===== config.mk =====
export PLATFORM = sky130hd
export DESIGN_NAME = apb_adv_timer_top
export DESIGN_NICKNAME = d
export VERILOG_FILES = /design/src/design/timer_pkg.sv /design/src/design/adv_timer.sv /design/src/design/apb_adv_timer_top.sv /design/src/design/apb_timer_regs.sv /design/src/design/timer_compare.sv /design/src/design/timer_counter.sv
export SDC_FILE = /design/constraint.sdc
export NUM_CORES = 1
export LEC_CHECK = 0
export BUFFER_PORTS_ARGS = -buffer_cell sky130_fd_sc_hd__buf_2
export CAP_MARGIN = 20
export CORE_ASPECT_RATIO = 0.9
export CORE_MARGIN = 1
export CORE_UTILIZATION = 56
export DETAILED_ROUTE_END_ITERATION = 8
export PLACE_DENSITY_LB_ADDON = 0.25
export SLEW_MARGIN = 40
export SYNTH_ARGS = -nofsm -noshare
export SYNTH_HDL_FRONTEND = slang
export SYNTH_SLANG_ARGS = --single-unit

===== constraint.sdc =====
create_clock -name clk_i -period 3 [get_ports clk_i]
set_input_delay 0.3 -clock clk_i [delete_from_list [all_inputs] [get_ports clk_i]]
set_output_delay 0.3 -clock clk_i [all_outputs]
set_load 0.03 [all_outputs]

===== src/design/timer_pkg.sv =====
/* Advanced timer package
   Counter and bus widths, compare actions, register map and config structs */

`default_nettype none

package timer_pkg;

   typedef logic [15:0] cnt_t;   // Counter, thresholds and compare values
   typedef logic [7:0]  presc_t; // Counter moves once every presc+1 enabled cycles
   typedef logic [7:0]  addr_t;
   typedef logic [31:0] data_t;

   // Action applied to the PWM output of one compare channel
   typedef enum logic [2:0] {
      OP_SET     = 3'd0, // Set on match
      OP_TOGGLE  = 3'd1, // Toggle on match
      OP_CLEAR   = 3'd2, // Clear on match
      OP_SET_CLR = 3'd3, // Set on match, clear at end of period
      OP_CLR_SET = 3'd4  // Clear on match, set at end of period
   } comp_op_e;

   typedef struct packed {
      presc_t   presc;
      logic     sawtooth;  // 1 sawtooth, 0 up-down
      cnt_t     cnt_start;
      cnt_t     cnt_end;
      cnt_t     comp0;
      comp_op_e op0;
      cnt_t     comp1;
      comp_op_e op1;
   } timer_cfg_t;

   // One-cycle command pulses towards a timer
   typedef struct packed {
      logic start;
      logic stop;
      logic rst;
      logic update;
   } timer_cmd_t;

   // Register map, per timer block at index * TIMER_STRIDE
   localparam addr_t TIMER_STRIDE = 8'h20;
   localparam addr_t REG_CMD      = 8'h00;
   localparam addr_t REG_CFG      = 8'h04; // presc 7:0, sawtooth 8
   localparam addr_t REG_TH       = 8'h08; // start 15:0, end 31:16
   localparam addr_t REG_CH0      = 8'h0C; // value 15:0, op 18:16
   localparam addr_t REG_CH1      = 8'h10;
   localparam addr_t REG_COUNTER  = 8'h14; // Read only
   localparam addr_t REG_EVENT    = 8'h80; // Write 1 to clear

   // Bit positions in a REG_CMD write
   localparam int CMD_START_BIT  = 0;
   localparam int CMD_STOP_BIT   = 1;
   localparam int CMD_RST_BIT    = 2;
   localparam int CMD_UPDATE_BIT = 3;

endpackage

`default_nettype wire


===== src/design/adv_timer.sv =====
/* Advanced timer
   Active config and run flag, counter and two compare channels */

`timescale 1ns/1ps
`default_nettype none

module adv_timer (
   input  logic                  clk_i,
   input  logic                  reset_i,
   input  timer_pkg::timer_cfg_t cfg_i,   // Shadow config
   input  timer_pkg::timer_cmd_t cmd_i,
   output timer_pkg::cnt_t       count_o,
   output logic                  end_o,
   output logic [1:0]            pwm_o
);

   timer_pkg::timer_cfg_t act_cfg_q;
   logic                  run_q;
   logic                  cnt_step;
   logic                  cnt_end_p;

   always_ff @(posedge clk_i) begin
      if (reset_i) begin
         act_cfg_q <= '0;
         run_q     <= 1'b0;
      end else begin
         if (cmd_i.update) begin
            act_cfg_q <= cfg_i; // Shadow becomes live
         end
         if (cmd_i.stop) begin
            run_q <= 1'b0; // Stop wins over start
         end else if (cmd_i.start) begin
            run_q <= 1'b1;
         end
      end
   end

   timer_counter u_cnt (
      .clk_i     (clk_i),
      .reset_i   (reset_i),
      .enable_i  (run_q),
      .rst_cnt_i (cmd_i.rst),
      .cfg_i     (act_cfg_q),
      .count_o   (count_o),
      .step_o    (cnt_step),
      .end_o     (cnt_end_p)
   );

   timer_compare u_cmp0 (
      .clk_i   (clk_i),
      .reset_i (reset_i),
      .step_i  (cnt_step),
      .end_i   (cnt_end_p),
      .count_i (count_o),
      .comp_i  (act_cfg_q.comp0),
      .op_i    (act_cfg_q.op0),
      .pwm_o   (pwm_o[0])
   );

   timer_compare u_cmp1 (
      .clk_i   (clk_i),
      .reset_i (reset_i),
      .step_i  (cnt_step),
      .end_i   (cnt_end_p),
      .count_i (count_o),
      .comp_i  (act_cfg_q.comp1),
      .op_i    (act_cfg_q.op1),
      .pwm_o   (pwm_o[1])
   );

   assign end_o = cnt_end_p;

endmodule

`default_nettype wire


===== src/design/apb_adv_timer_top.sv =====
/* APB advanced timer subsystem
   Register block driving NUM_TIMERS timers with two PWM outputs each */

`timescale 1ns/1ps
`default_nettype none

module apb_adv_timer_top #(
   parameter int NUM_TIMERS = 2
) (
   input  logic                    clk_i,
   input  logic                    reset_i,
   input  logic                    psel_i,
   input  logic                    penable_i,
   input  logic                    pwrite_i,
   input  timer_pkg::addr_t        paddr_i,
   input  timer_pkg::data_t        pwdata_i,
   output timer_pkg::data_t        prdata_o,
   output logic                    pslverr_o,
   output logic [2*NUM_TIMERS-1:0] pwm_o,    // Timer i on bits 2i+1:2i
   output logic [NUM_TIMERS-1:0]   events_o
);

   timer_pkg::timer_cfg_t tmr_cfg [NUM_TIMERS];
   timer_pkg::timer_cmd_t tmr_cmd [NUM_TIMERS];
   timer_pkg::cnt_t       tmr_count [NUM_TIMERS];
   logic [NUM_TIMERS-1:0] tmr_end;

   apb_timer_regs #(
      .NUM_TIMERS (NUM_TIMERS)
   ) u_regs (
      .clk_i     (clk_i),
      .reset_i   (reset_i),
      .psel_i    (psel_i),
      .penable_i (penable_i),
      .pwrite_i  (pwrite_i),
      .paddr_i   (paddr_i),
      .pwdata_i  (pwdata_i),
      .prdata_o  (prdata_o),
      .pslverr_o (pslverr_o),
      .cfg_o     (tmr_cfg),
      .cmd_o     (tmr_cmd),
      .count_i   (tmr_count),
      .end_i     (tmr_end),
      .events_o  (events_o)
   );

   for (genvar i = 0; i < NUM_TIMERS; i++) begin : gen_timer
      adv_timer u_tim (
         .clk_i   (clk_i),
         .reset_i (reset_i),
         .cfg_i   (tmr_cfg[i]),
         .cmd_i   (tmr_cmd[i]),
         .count_o (tmr_count[i]),
         .end_o   (tmr_end[i]),
         .pwm_o   (pwm_o[2*i +: 2])
      );
   end

endmodule

`default_nettype wire


===== src/design/apb_timer_regs.sv =====
/* APB timer register block
   Zero wait state slave with shadow config, command pulses and event status */

`timescale 1ns/1ps
`default_nettype none

module apb_timer_regs #(
   parameter int NUM_TIMERS = 2 // Up to 4 before the timer blocks reach REG_EVENT
) (
   input  logic                  clk_i,
   input  logic                  reset_i,
   input  logic                  psel_i,
   input  logic                  penable_i,
   input  logic                  pwrite_i,
   input  timer_pkg::addr_t      paddr_i,
   input  timer_pkg::data_t      pwdata_i,
   output timer_pkg::data_t      prdata_o,
   output logic                  pslverr_o,
   output timer_pkg::timer_cfg_t cfg_o [NUM_TIMERS],
   output timer_pkg::timer_cmd_t cmd_o [NUM_TIMERS],
   input  timer_pkg::cnt_t       count_i [NUM_TIMERS],
   input  logic [NUM_TIMERS-1:0] end_i,
   output logic [NUM_TIMERS-1:0] events_o
);

   timer_pkg::timer_cfg_t shadow_q [NUM_TIMERS];
   timer_pkg::timer_cmd_t cmd_q [NUM_TIMERS];
   logic [NUM_TIMERS-1:0] events_q;
   logic [NUM_TIMERS-1:0] ev_clr;
   logic [NUM_TIMERS-1:0] cmd_any;
   logic [2:0]            tmr_idx;
   timer_pkg::addr_t      off;
   logic                  access;
   logic                  wr_en;
   logic                  rd_en;
   logic                  in_timer;
   logic                  is_event;
   logic                  off_ok;
   logic                  addr_ok;
   timer_pkg::timer_cfg_t sel_cfg;
   timer_pkg::cnt_t       sel_cnt;
   timer_pkg::data_t      rdata;

   // Address decode
   assign tmr_idx  = paddr_i[7:5];
   assign off      = timer_pkg::addr_t'(paddr_i[4:0]);
   assign in_timer = paddr_i < timer_pkg::addr_t'(NUM_TIMERS * timer_pkg::TIMER_STRIDE);
   assign is_event = (paddr_i == timer_pkg::REG_EVENT);
   assign off_ok   = (off == timer_pkg::REG_CMD) || (off == timer_pkg::REG_CFG) ||
                     (off == timer_pkg::REG_TH)  || (off == timer_pkg::REG_CH0) ||
                     (off == timer_pkg::REG_CH1) || (off == timer_pkg::REG_COUNTER);
   assign addr_ok  = (in_timer && off_ok) || is_event;

   assign access    = psel_i && penable_i;
   assign wr_en     = access && pwrite_i && addr_ok;
   assign rd_en     = access && !pwrite_i;
   assign pslverr_o = access && !addr_ok;

   assign ev_clr = (wr_en && is_event) ? pwdata_i[NUM_TIMERS-1:0] : '0;

   always_ff @(posedge clk_i) begin
      if (reset_i) begin
         for (int i = 0; i < NUM_TIMERS; i++) begin
            shadow_q[i] <= '0;
            cmd_q[i]    <= '0;
         end
         events_q <= '0;
      end else begin
         for (int i = 0; i < NUM_TIMERS; i++) begin
            cmd_q[i] <= '0; // Pulses last one cycle
            if (wr_en && in_timer && (tmr_idx == 3'(i))) begin
               case (off)
                  timer_pkg::REG_CMD: begin
                     cmd_q[i].start  <= pwdata_i[timer_pkg::CMD_START_BIT];
                     cmd_q[i].stop   <= pwdata_i[timer_pkg::CMD_STOP_BIT];
                     cmd_q[i].rst    <= pwdata_i[timer_pkg::CMD_RST_BIT];
                     cmd_q[i].update <= pwdata_i[timer_pkg::CMD_UPDATE_BIT];
                  end
                  timer_pkg::REG_CFG: begin
                     shadow_q[i].presc    <= pwdata_i[7:0];
                     shadow_q[i].sawtooth <= pwdata_i[8];
                  end
                  timer_pkg::REG_TH: begin
                     shadow_q[i].cnt_start <= pwdata_i[15:0];
                     shadow_q[i].cnt_end   <= pwdata_i[31:16];
                  end
                  timer_pkg::REG_CH0: begin
                     shadow_q[i].comp0 <= pwdata_i[15:0];
                     shadow_q[i].op0   <= timer_pkg::comp_op_e'(pwdata_i[18:16]);
                  end
                  timer_pkg::REG_CH1: begin
                     shadow_q[i].comp1 <= pwdata_i[15:0];
                     shadow_q[i].op1   <= timer_pkg::comp_op_e'(pwdata_i[18:16]);
                  end
                  default: ; // Counter is read only
               endcase
            end
         end
         events_q <= (events_q & ~ev_clr) | end_i; // A new event beats the clear
      end
   end

   // Timer selected for readback
   always_comb begin
      sel_cfg = shadow_q[0];
      sel_cnt = count_i[0];
      for (int i = 0; i < NUM_TIMERS; i++) begin
         if (tmr_idx == 3'(i)) begin
            sel_cfg = shadow_q[i];
            sel_cnt = count_i[i];
         end
      end
   end

   always_comb begin
      rdata = '0;
      if (is_event) begin
         rdata = timer_pkg::data_t'(events_q);
      end else if (in_timer) begin
         case (off)
            timer_pkg::REG_CFG:     rdata = {23'b0, sel_cfg.sawtooth, sel_cfg.presc};
            timer_pkg::REG_TH:      rdata = {sel_cfg.cnt_end, sel_cfg.cnt_start};
            timer_pkg::REG_CH0:     rdata = {13'b0, sel_cfg.op0, sel_cfg.comp0};
            timer_pkg::REG_CH1:     rdata = {13'b0, sel_cfg.op1, sel_cfg.comp1};
            timer_pkg::REG_COUNTER: rdata = {16'b0, sel_cnt};
            default:                rdata = '0; // CMD reads as zero
         endcase
      end
   end

   assign prdata_o = rd_en ? rdata : '0;

   always_comb begin
      for (int i = 0; i < NUM_TIMERS; i++) begin
         cmd_any[i] = |cmd_q[i];
      end
   end

   assign cfg_o    = shadow_q;
   assign cmd_o    = cmd_q;
   assign events_o = events_q;

   // One CMD write addresses one timer
   a_cmd_one_timer: assert property (@(posedge clk_i) disable iff (reset_i)
      $onehot0(cmd_any));

endmodule

`default_nettype wire


===== src/design/timer_compare.sv =====
/* Timer compare channel
   Applies the match and end of period actions to a registered PWM output */

`timescale 1ns/1ps
`default_nettype none

module timer_compare (
   input  logic                clk_i,
   input  logic                reset_i,
   input  logic                step_i,
   input  logic                end_i,
   input  timer_pkg::cnt_t     count_i,
   input  timer_pkg::cnt_t     comp_i,
   input  timer_pkg::comp_op_e op_i,
   output logic                pwm_o
);

   logic match;
   logic end_act;

   assign match   = step_i && (count_i == comp_i);
   // Only the two period ops have an end half
   assign end_act = end_i &&
                    ((op_i == timer_pkg::OP_SET_CLR) || (op_i == timer_pkg::OP_CLR_SET));

   always_ff @(posedge clk_i) begin
      if (reset_i) begin
         pwm_o <= 1'b0;
      end else if (end_act) begin
         pwm_o <= (op_i == timer_pkg::OP_CLR_SET); // End beats a match on the same step
      end else if (match) begin
         case (op_i)
            timer_pkg::OP_SET:     pwm_o <= 1'b1;
            timer_pkg::OP_TOGGLE:  pwm_o <= ~pwm_o;
            timer_pkg::OP_CLEAR:   pwm_o <= 1'b0;
            timer_pkg::OP_SET_CLR: pwm_o <= 1'b1;
            timer_pkg::OP_CLR_SET: pwm_o <= 1'b0;
            default:               pwm_o <= pwm_o; // Unused encodings hold
         endcase
      end
   end

   // Output moves only in the cycle after a counter step
   a_pwm_after_step: assert property (@(posedge clk_i) disable iff (reset_i)
      !$stable(pwm_o) |-> $past(step_i));

endmodule

`default_nettype wire


===== src/design/timer_counter.sv =====
/* Timer counter
   Prescaler and 16-bit counter in sawtooth or up-down mode with end of period pulse */

`timescale 1ns/1ps
`default_nettype none

module timer_counter (
   input  logic                  clk_i,
   input  logic                  reset_i,
   input  logic                  enable_i,
   input  logic                  rst_cnt_i,
   input  timer_pkg::timer_cfg_t cfg_i,
   output timer_pkg::cnt_t       count_o,
   output logic                  step_o,
   output logic                  end_o
);

   timer_pkg::presc_t presc_q;
   timer_pkg::cnt_t   count_q;
   timer_pkg::cnt_t   cnt_inc;
   timer_pkg::cnt_t   cnt_dec;
   logic              dir_down_q; // Up-down mode only
   logic              tick;
   logic              cfg_ok;
   logic              in_range;

   // Greater-or-equal so a smaller presc after update does not wait for a wrap
   assign tick    = enable_i && (presc_q >= cfg_i.presc);
   assign cnt_inc = count_q + 16'd1;
   assign cnt_dec = count_q - 16'd1;

   always_ff @(posedge clk_i) begin
      if (reset_i) begin
         presc_q    <= '0;
         count_q    <= '0;
         dir_down_q <= 1'b0;
         step_o     <= 1'b0;
         end_o      <= 1'b0;
      end else if (rst_cnt_i) begin
         presc_q    <= '0;
         count_q    <= cfg_i.cnt_start;
         dir_down_q <= 1'b0;
         step_o     <= 1'b0;
         end_o      <= 1'b0;
      end else begin
         step_o <= tick; // Pulse lines up with the new count value
         end_o  <= 1'b0;
         if (enable_i) begin
            presc_q <= tick ? '0 : presc_q + 8'd1;
         end
         if (tick) begin
            if (cfg_i.sawtooth) begin
               dir_down_q <= 1'b0;
               if (count_q == cfg_i.cnt_end) begin
                  count_q <= cfg_i.cnt_start; // Wrap closes the period
                  end_o   <= 1'b1;
               end else begin
                  count_q <= cnt_inc;
               end
            end else if (!dir_down_q) begin
               if (count_q == cfg_i.cnt_end) begin
                  // Start equal to end, nowhere to go
                  count_q <= cfg_i.cnt_start;
                  end_o   <= 1'b1;
               end else begin
                  count_q    <= cnt_inc;
                  dir_down_q <= (cnt_inc == cfg_i.cnt_end); // Turn on landing
               end
            end else begin
               count_q <= cnt_dec;
               if (cnt_dec == cfg_i.cnt_start) begin
                  dir_down_q <= 1'b0;
                  end_o      <= 1'b1; // Period ends at the bottom
               end
            end
         end
      end
   end

   assign count_o = count_q;

   assign cfg_ok   = (cfg_i.cnt_start <= cfg_i.cnt_end);
   assign in_range = (count_q >= cfg_i.cnt_start) && (count_q <= cfg_i.cnt_end);

   // Once inside a valid window the counter stays there until the window moves
   a_cnt_in_range: assert property (@(posedge clk_i) disable iff (reset_i)
      (enable_i && cfg_ok && in_range) |=> (in_range || !$stable(cfg_i)));

endmodule

`default_nettype wire


# Word level (Yosys, flattened, before mapping)
# Cells that the tools add are included.
totals:
  register_bits: 386
  input_bits: 45
  output_inout_bits: 39
  elab_cells: 234
classes:
  addsub: 6
  order_cmp: 3
  eq_ne: 33
  muxes: 48
  bitwise: 11
  reduce_logical: 76
ops:
  columns: ["op", "count"]
  rows:
  - ["$mux W16", 11]
  - ["$eq A16 B16 Y1", 10]
  - ["$pmux W32 S5", 1]
  - ["$mux W32", 3]
  - ["$mux W79", 1]
  - ["$add A16 B1 Y16 const B", 2]
  - ["$sub A16 B1 Y16 const B", 2]
  - ["$reduce_or A2 Y1", 14]
  - ["$eq A3 B2 Y1 const B", 8]
  - ["$mux W1", 24]
  - ["$reduce_and A2 Y1", 12]
  - ["$logic_and A1 B1 Y1", 20]
  - ["$add A8 B1 Y8 const B", 2]
  - ["$ge A8 B8 Y1", 2]
  - ["$mux W8", 2]
  - ["$reduce_bool A4 Y1", 4]
  - ["$eq A3 B1 Y1 const B", 5]
  - ["$logic_not A3 Y1", 5]
  - ["$eq A3 B3 Y1 const B", 4]
  - ["$pmux W1 S3", 4]
  - ["$reduce_bool A2 Y1", 6]
  - ["$eq A5 B4 Y1 const B", 2]
  - ["$eq A5 B5 Y1 const B", 2]
  - ["$logic_or A1 B1 Y1", 10]
  - ["other kinds (12)", 21]

# Depth between registers and ports, before layout
# Gate-level depths: netlist of the first run.
logic_depth:
  ltp_word: 14
  mapped_depth: 12
  depth_no_buf: 9

# Modules after synthesis
# Synthesis of the first run repeated with hierarchy kept, for this count alone.
hier_totals:
  cells_unflattened: 2546
  hier_area_um2: 20758.7
by_module_without_submodules:
  columns: ["module", "n_inst", "cells_per_inst", "area_per_inst_um2", "seq_area_each_um2"]
  rows:
  - ["apb_timer_regs", 1, 1010, 7696.1, 3363.2]
  - ["timer_counter", 2, 434, 3100.5, 540.5]
  - ["adv_timer", 2, 258, 2815.2, 1601.5]
  - ["timer_compare", 4, 38, 307.8, 20.0]

# Worst setup path before layout of the first run
# Ideal clock, no wire load.
synth_path:
  path_kind: "register to register"
  startpoint: "register gen_timer[0].u_tim.u_cnt.count_q[0]"
  endpoint: "register gen_timer[0].u_tim.u_cnt.dir_down_q"
  setup_ns: 0.103
  arrival_time_ns: 2.997
  required_time_ns: 2.897
  path_slack_ns: -0.100
  path_stages_with_launch: 12
  n_path_buf: 2
  period_less_slack_ns: 3.100
  path_cell_list: "dfxtp_1 buf_1 inv_1 ha_1 or4b_4 buf_6 or4_4 mux2_4 a22oi_1 nor3_1 a41o_1 a2111oi_2"
synth_between:
  elab_chain_len: 5
  word_cells_on_any_way: 9
  classes_between: "2 x add/sub; 3 x eq/ne; 4 x mux"
synth_rtl:
  columns: ["element", "line", "text"]
  rows:
  - ["start: declaration", "timer_counter.sv:19", "timer_pkg::cnt_t count_q;"]
  - ["start signal: assignment", "timer_counter.sv:41", "count_q <= cfg_i.cnt_start;"]
  - ["start signal: assignment", "timer_counter.sv:55", "count_q <= cfg_i.cnt_start;"]
  - ["start signal: assignment", "timer_counter.sv:58", "count_q <= cnt_inc;"]
  - ["$add A16 B1 Y16 / $sub A16 B1 Y16 (equally long branches)", "timer_counter.sv:29, timer_counter.sv:30", null]
  - ["$eq A16 B16 Y1 (on tied branches)", "timer_counter.sv:67, timer_counter.sv:71", null]
  - ["$mux W1 (on tied branches)", "timer_counter.sv:61, timer_counter.sv:71", null]
  - ["$mux W1 (*)", "timer_counter.sv:60", "end else if (!dir_down_q) begin"]
  - ["$mux W1 (*)", "timer_counter.sv:52", "if (cfg_i.sawtooth) begin"]
  - ["end signal: assignment", "timer_counter.sv:67", "dir_down_q <= (cnt_inc == cfg_i.cnt_end);"]
  - ["end: declaration", "timer_counter.sv:22", "logic dir_down_q;"]
# Every way passes the cells marked *; elsewhere a longest branch is shown, timed or not.
# A chain may end at the register's enable or synchronous reset.

# Worst setup path after layout of the first run
layout_path:
  startpoint: "register gen_timer[0].u_tim.u_cnt.count_q[7]"
  endpoint: "register gen_timer[0].u_tim.u_cnt.dir_down_q"
# The elaborated chain is that of the path after synthesis.

==> results.py, run 1 <==
metrics = {
    "outcome": {
        "outcome": "completed",
    },
    "die": {
        "die_area_um2": 37300,
        "rows": 65,
        "die_y_um": 183,
        "initial_core_util_pct": 57.6,
        "die_w_um": 203,
        "ios": 84,
        "core_area_um2": 35500,
    },
    "pwr": {
        "switchingPower_mw": 2.43,
        "peakVddDrop_uv": 442,
        "finalPower_mw": 10.7,
        "p_int_mw": 8.26,
        "power.density_nw_per_um2": 458,
        "p_sw_share_pct": 22.8,
        "pwr-share-clk_pct": 48.9,
        "p_seq_share_pct": 48.0,
        "p_comb_share_pct": 3.1,
        "p_leak_nw": 8.24,
    },
    "global_routing": {
        "grt_usage_pct": 36.9,
        "grt_start_max_net_pins": 191,
        "grt_overflow": 0,
        "grt_pass1_vias": 17800,
        "antenna_found_initial": 2,
        "grt_pass1_wl_mm": 105,
    },
    "worst_setup_path": {
        "criticalPathCategory": "register to register",
        "arrival_ns": 3.41,
        "reg2reg_depth": 10,
        "timing.rr.start": "gen_timer[0].u_tim.u_cnt.count_o[7]",
        "cp_max_fo": 11,
        "cp-start-kind": "register",
        "rr_endpoint": "gen_timer[0].u_tim.u_cnt.dir_down_q",
        "end_kind": "register",
        "ff2ff_setup_slack_ns": 0.006,
        "cp.required_ns": 3.41,
    },
    "routing": {
        "drt_iter0_drc": 2076,
        "routedWlPerCell_um": 22.9,
        "wl_mm": 69.9,
        "drt-pass1-iter-count": 6,
        "via_per_inst": 6.31,
        "antenna_left": 0,
        "num_vias": 19200,
        "drc": 0,
    },
    "final_layout": {
        "final_cells": 3049,
        "nets": 2616,
        "area_delta_synth_final_pct": 14.2,
        "drive_above_1_share_pct": 13.7,
        "final_area_um2": 23300,
    },
    "clock_network": {
        "cts_tree": "built",
        "clock_latency_ns": 0.56,
        "htreeDepth": 2,
        "cts.sinks": 386,
        "clock-root-buffer": "clkbuf_16",
        "cts_buffer_depth": 3,
        "clk_pin_slew_ns": 0.07,
        "numCtsBuffers": 41,
    },
    "timing": {
        "rsz0062_at_grt": "no",
        "timing.slew.headroom_pct": 43.8,
        "fin_skew_ns": 0.0233,
        "fmax_mhz": 334,
        "maxSlewViolCount": 0,
        "setup_viol": 0,
        "worst_pin_slew_ns": 0.836,
        "hold_ws_ns": 0.0135,
        "hold_viol_final": 0,
        "timing.final.crit_share_pct": 99.8,
        "layout_min_cycle_time_ns": 2.99,
        "setup_slack_ns": 0.00605,
    },
    "yosys": {
        "ys_seq_area_share_pct": 37.8,
        "ys_ff_latch": 386,
        "synth_edf_count": 0,
        "ys_async_sr_fraction_pct": 0,
        "synth_flop_cell": "dfxtp_1",
        "synth.cell_area_um2": 20400,
        "ys_types": 85,
        "synthCells": 2473,
        "syn_nets": 2540,
        "syn_area_per_cell_um2": 8.26,
        "yosysWarnings": 0,
    },
    "placement": {
        "place.gp.congestion": 0.986,
        "dp_cells": 2967,
        "hpwl_mm": 50.8,
        "place_ws_ns": 0.0589,
        "placed_area_um2": 21800,
        "port_buffers": 83,
    },
    "worst_hold_path": {
        "min_path_type": "primary input to register",
        "holdPathEnd": "u_regs.cfg_o[130]",
        "holdPathStages": 3,
        "hold_start": "pwdata_i[29]",
    },
    "run": {
        "maxCapViolCount": 0,
    },
}
-- layout by cell type (no fill, tap or decap), types with 52 or more instances in the layout --
cell type    n
dfxtp_1    384
mux2i_1    235
nand3_1     62
nand2_1    303
buf_4      145
buf_2       82
xor2_1      52
xnor2_1    129
a21oi_1    188
inv_1       55
nor2_1     320
-- power by group through the flow --
stage / Sequential [mW] / Combinational [mW] / Clock [mW]
after global placement: 5.25 / 0.308 / 0
after global routing: 5.13 / 0.351 / 5.48
after floorplan: 5.24 / 0.186 / 0
after CTS: 5.13 / 0.320 / 5.25
after detailed placement: 5.25 / 0.312 / 0
final: 5.13 / 0.333 / 5.22
-- through the flow --
step	util [%]	setup TNS (ns)
2_1_floorplan	-	0
3_3_place_gp	61.5	-0.0129
3_5_place_dp	61.6	0
4_1_cts	65.6	0
5_1_grt	65.8	0
6_report	65.8	0
-- cell usage after synthesis, types with 8 or more instances --
cell type,count,area (um^2)
a2111oi_0,8,70.1
a211o_1,8,70.1
a211oi_1,20,150
a21o_1,9,67.6
a21oi_1,188,941
a221o_1,10,100
a221oi_1,35,307
a22oi_1,8,60.1
a31oi_1,18,113
and2_1,16,100
and3_1,9,56.3
and4_1,11,96.3
buf_1,21,78.8
clkbuf_1,172,646
dfxtp_1,386,7730
ha_1,22,275
inv_1,57,214
mux2_2,17,191
mux2i_1,235,2350
mux4_2,9,203
nand2_1,303,1140
nand2b_1,15,93.8
nand3_1,62,310
nand4_1,44,275
nor2_1,321,1200
nor3_1,41,205
nor4_1,29,181
o211ai_1,12,90.1
o21ai_0,49,245
o22ai_1,15,93.8
or3_1,9,56.3
xnor2_1,129,1130
xor2_1,52,455
-- layer usage --
metal	global-route usage (%)	share of wire (%)
met4	12.6	3.4
met1	52.2	43
met2	53.4	41
met5	0.926	0.064
met3	10.3	12
-- worst max path at each step --
stage / to / cells past startpoint / startpoint
2_1_floorplan: gen_timer[0].u_tim.u_cnt.dir_down_q / 11 / gen_timer[0].u_tim.u_cnt.count_o[1]
3_3_place_gp: gen_timer[0].u_tim.u_cnt.dir_down_q / 10 / gen_timer[0].u_tim.u_cnt.count_o[7]
3_5_place_dp: gen_timer[0].u_tim.u_cnt.dir_down_q / 9 / gen_timer[0].u_tim.u_cnt.count_o[1]
4_1_cts: gen_timer[0].u_tim.u_cnt.dir_down_q / 10 / gen_timer[0].u_tim.u_cnt.count_o[7]
5_1_grt: gen_timer[0].u_tim.u_cnt.end_o / 10 / gen_timer[0].u_tim.u_cnt.count_o[6]
6_report: gen_timer[0].u_tim.u_cnt.dir_down_q / 10 / gen_timer[0].u_tim.u_cnt.count_o[7]
-- worst max-delay path: stages (launching register included) --
cell and delay (ns):
dfxtp_1 0.33, buf_4 0.21, or4_1 0.62, nor4_2 0.45, buf_4 0.20, xnor2_1 0.11
nand2_1 0.11, nor4_1 0.39, buf_4 0.18, a41o_1 0.18, a2111oi_2 0.06
-- cell families (layout without fill, tap and decap cells) --
group	count (synthesis)	after routing	share of synthesized area, %
adder cells (fa/ha/maj)	22	22	1.35
other	0	1	0
buffers and inverters	264	370	5.04
flip-flops	386	386	37.8
AND/OR/NAND/NOR	902	902	19.9
multiplexers	262	262	13.5
XOR/XNOR	182	182	7.87
AO/OA/AOI/OAI	455	455	14.6
-- area by class of cell --
cell class / instances / area [um^2]
flip-flops and latches: 386 / 7730
inverters: 58 / 218
repair buffers: 239 / 1680
clock inverters: 19 / 230
well taps: 469 / 587
diodes: 1 / 2.50
fillers: 2977 / 12100
multi-input cells: 1823 / 11700
clock buffers: 54 / 1140
-- sequential cells by signal, indices dropped and copies added, names as in the netlist, 8 cells and up --
register,count
gen_timer.u_tim.u_cnt.count_o,32
u_regs.cmd_o,8
gen_timer.u_tim.u_cnt.presc_q,16
gen_timer.u_tim.act_cfg_q,158
u_regs.cfg_o,158
-- what timing repair did --
action	CTS	global route
hold buffers	6	0
buffers inserted	0	1
resized for setup	0	10
hold endpoints to repair	7	0
setup endpoints to repair	0	12
(Power assumes the default switching activity.)
==> inputs of run 2 (changes only) <==
--- a/config.mk
+++ b/config.mk
@@ -9,7 +9,7 @@
 export CAP_MARGIN = 20
 export CORE_ASPECT_RATIO = 0.9
 export CORE_MARGIN = 1
-export CORE_UTILIZATION = 56
+export CORE_UTILIZATION = 60
 export DETAILED_ROUTE_END_ITERATION = 8
 export PLACE_DENSITY_LB_ADDON = 0.25
 export SLEW_MARGIN = 40
==> constraint.sdc (replaced) <==
create_clock -name clk_i -period 3.76 [get_ports clk_i]
set_input_delay 0.376 -clock clk_i [delete_from_list [all_inputs] [get_ports clk_i]]
set_output_delay 0.376 -clock clk_i [all_outputs]
set_load 0.03 [all_outputs]
==> run 2 against run 1 <==
  * Sequential power is 20% lower
  * Design area is 3.2% lower
  * Critical path type unchanged
  * Die area is 6.6% lower
  * Utilization is 2.1 points higher
  * Combinational power is 23% lower
  * Sequential cell count stayed put
==> results.py, run 2 (synthesis results as in run 1) <==
metrics = {
    "final_layout": {
        "final_cell_mix": "dfxtp_1 (384), nor2_1 (320), nand2_1 (303)",
        "area_delta_synth_final_pct": 10.5,
        "drive_above_1_share_pct": 10.6,
        "final_area_um2": 22600,
        "nets": 2531,
        "final_common_cell": "dfxtp_1",
    },
    "worst_hold_path": {
        "hold_start": "pwdata_i[20]",
        "holdPathEnd": "u_regs.cfg_o[42]",
        "holdPathStages": 3,
        "min_path_type": "primary input to register",
    },
    "global_routing": {
        "grt_start_max_net_pins": 117,
        "grt_overflow": 0,
        "grt_pass1_wl_mm": 102,
        "antenna_found_initial": 3,
        "grt_pass1_vias": 17300,
        "grt_usage_pct": 38.2,
    },
    "timing": {
        "timing.final.crit_share_pct": 89.1,
        "maxSlewViolCount": 0,
        "hold_viol_final": 0,
        "rsz0062_at_grt": "no",
        "worst_pin_slew_ns": 0.860,
        "layout_min_cycle_time_ns": 3.35,
        "setup_viol": 0,
        "fin_tns_setup_ns": 0,
        "fin_skew_ns": 0.0151,
        "fmax_mhz": 299,
        "timing.slew.headroom_pct": 42.4,
    },
    "clock_network": {
        "numCtsBuffers": 40,
        "cts.hold.buffers_added": 0,
        "cts_resized": 0,
        "cts_buffer_depth": 3,
        "clock-root-buffer": "clkbuf_16",
        "clock_latency_ns": 0.55,
        "htreeDepth": 2,
        "cts_tree": "built",
        "cts_setup_buffers": 0,
        "clk_pin_slew_ns": 0.07,
        "cts.sinks": 386,
    },
    "run": {
        "maxCapViolCount": 0,
    },
    "pwr": {
        "switchingPower_mw": 1.86,
        "p_leak_nw": 7.82,
        "p_comb_share_pct": 3.1,
        "p_seq_share_pct": 48.5,
        "power.density_nw_per_um2": 374,
        "pwr-share-clk_pct": 48.5,
        "peakVddDrop_uv": 367,
        "p_int_mw": 6.59,
        "p_sw_share_pct": 22.0,
    },
    "routing": {
        "routedWlPerCell_um": 22.9,
        "antenna_left": 0,
        "num_vias": 19000,
        "drt_iter0_drc": 2246,
        "drc": 0,
        "wl_mm": 67.6,
        "drt-pass1-iter-count": 8,
        "via_per_inst": 6.43,
    },
    "worst_setup_path": {
        "crit_start": "gen_timer[0].u_tim.u_cnt.count_o[2]",
        "cp_max_fo": 20,
        "arrival_ns": 3.80,
        "timing.rr.start": "gen_timer[0].u_tim.u_cnt.count_o[2]",
        "criticalPathCategory": "register to register",
        "reg2reg_depth": 7,
        "cp.required_ns": 4.21,
        "end_kind": "register",
        "ff2ff_setup_slack_ns": 0.41,
        "cp-start-kind": "register",
        "rr_endpoint": "gen_timer[0].u_tim.u_cnt.dir_down_q",
    },
    "placement": {
        "place.gp.congestion": 0.991,
        "port_buffers": 83,
        "hpwl_mm": 48.3,
        "placed_area_um2": 21200,
    },
    "die": {
        "die_y_um": 177,
        "die_area_um2": 34800,
        "rows": 63,
        "die_w_um": 197,
        "ios": 84,
        "core_area_um2": 33300,
        "initial_core_util_pct": 61.4,
    },
    "outcome": {
        "outcome": "completed",
    },
}
## run 2: per-layer routing
metal	vias to the layer above	wire length (um)	GRT usage, %
li1	8659	-	-
met2	1101	28200	55.7
met3	165	8060	10.0
met1	9022	28900	54.3
met5	-	30	0
met4	4	2350	13.3
## run 2: through the flow
step | worst slack [ns] | util, % | instances | hold slack, ns | power, mW
global route | 0.171 | 67.9 | 2945 | 0.0843 | 8.64
finish | 0.411 | 67.9 | 2945 | 0.0728 | 8.45
CTS | 0.531 | 67.9 | 2944 | 0.0595 | 8.46
global placement | 0.650 | 63.8 | 2876 | 0.380 | 4.43
detailed placement | 0.572 | 63.9 | 2877 | 0.390 | 4.43
floorplan | 0.660 | - | 2473 | 0.373 | 4.33
## run 2: power groups by stage
| stage | clock, mW | sequential (mW) | combinational [mW] |
|---|---|---|---|
| floorplan | 0 | 4.18 | 0.149 |
| global placement | 0 | 4.19 | 0.241 |
| detailed placement | 0 | 4.19 | 0.248 |
| CTS | 4.12 | 4.09 | 0.248 |
| finish | 4.09 | 4.09 | 0.258 |
| global route | 4.28 | 4.09 | 0.268 |
## run 2: how the worst max path moves through the flow
stage / endpoint / depth (start not counted)
2_1_floorplan: gen_timer[0].u_tim.u_cnt.dir_down_q / 11
3_3_place_gp: gen_timer[0].u_tim.u_cnt.dir_down_q / 9
3_5_place_dp: gen_timer[0].u_tim.u_cnt.dir_down_q / 8
4_1_cts: gen_timer[0].u_tim.u_cnt.dir_down_q / 8
5_1_grt: gen_timer[0].u_tim.u_cnt.dir_down_q / 8
6_report: gen_timer[0].u_tim.u_cnt.dir_down_q / 7
## run 2: layout make-up
class / count / area, um^2
clock inverter: 13 / 198
multi-input combinational: 1823 / 11700
timing repair buffer: 155 / 1020
antenna: 1 / 2.50
clock buffer: 54 / 1120
tap: 455 / 569
sequential: 386 / 7730
inverter: 58 / 218
fill: 2721 / 10700
## run 2: critical path: stages, from the launching register on
cell and delay (ns):
dfxtp_1 0.83, nand4_1 0.32, nor4_1 0.36, xnor2_1 0.10, or4_1 0.55, a2111oi_0 0.51, a41oi_1 0.22, a2111oi_2 0.37
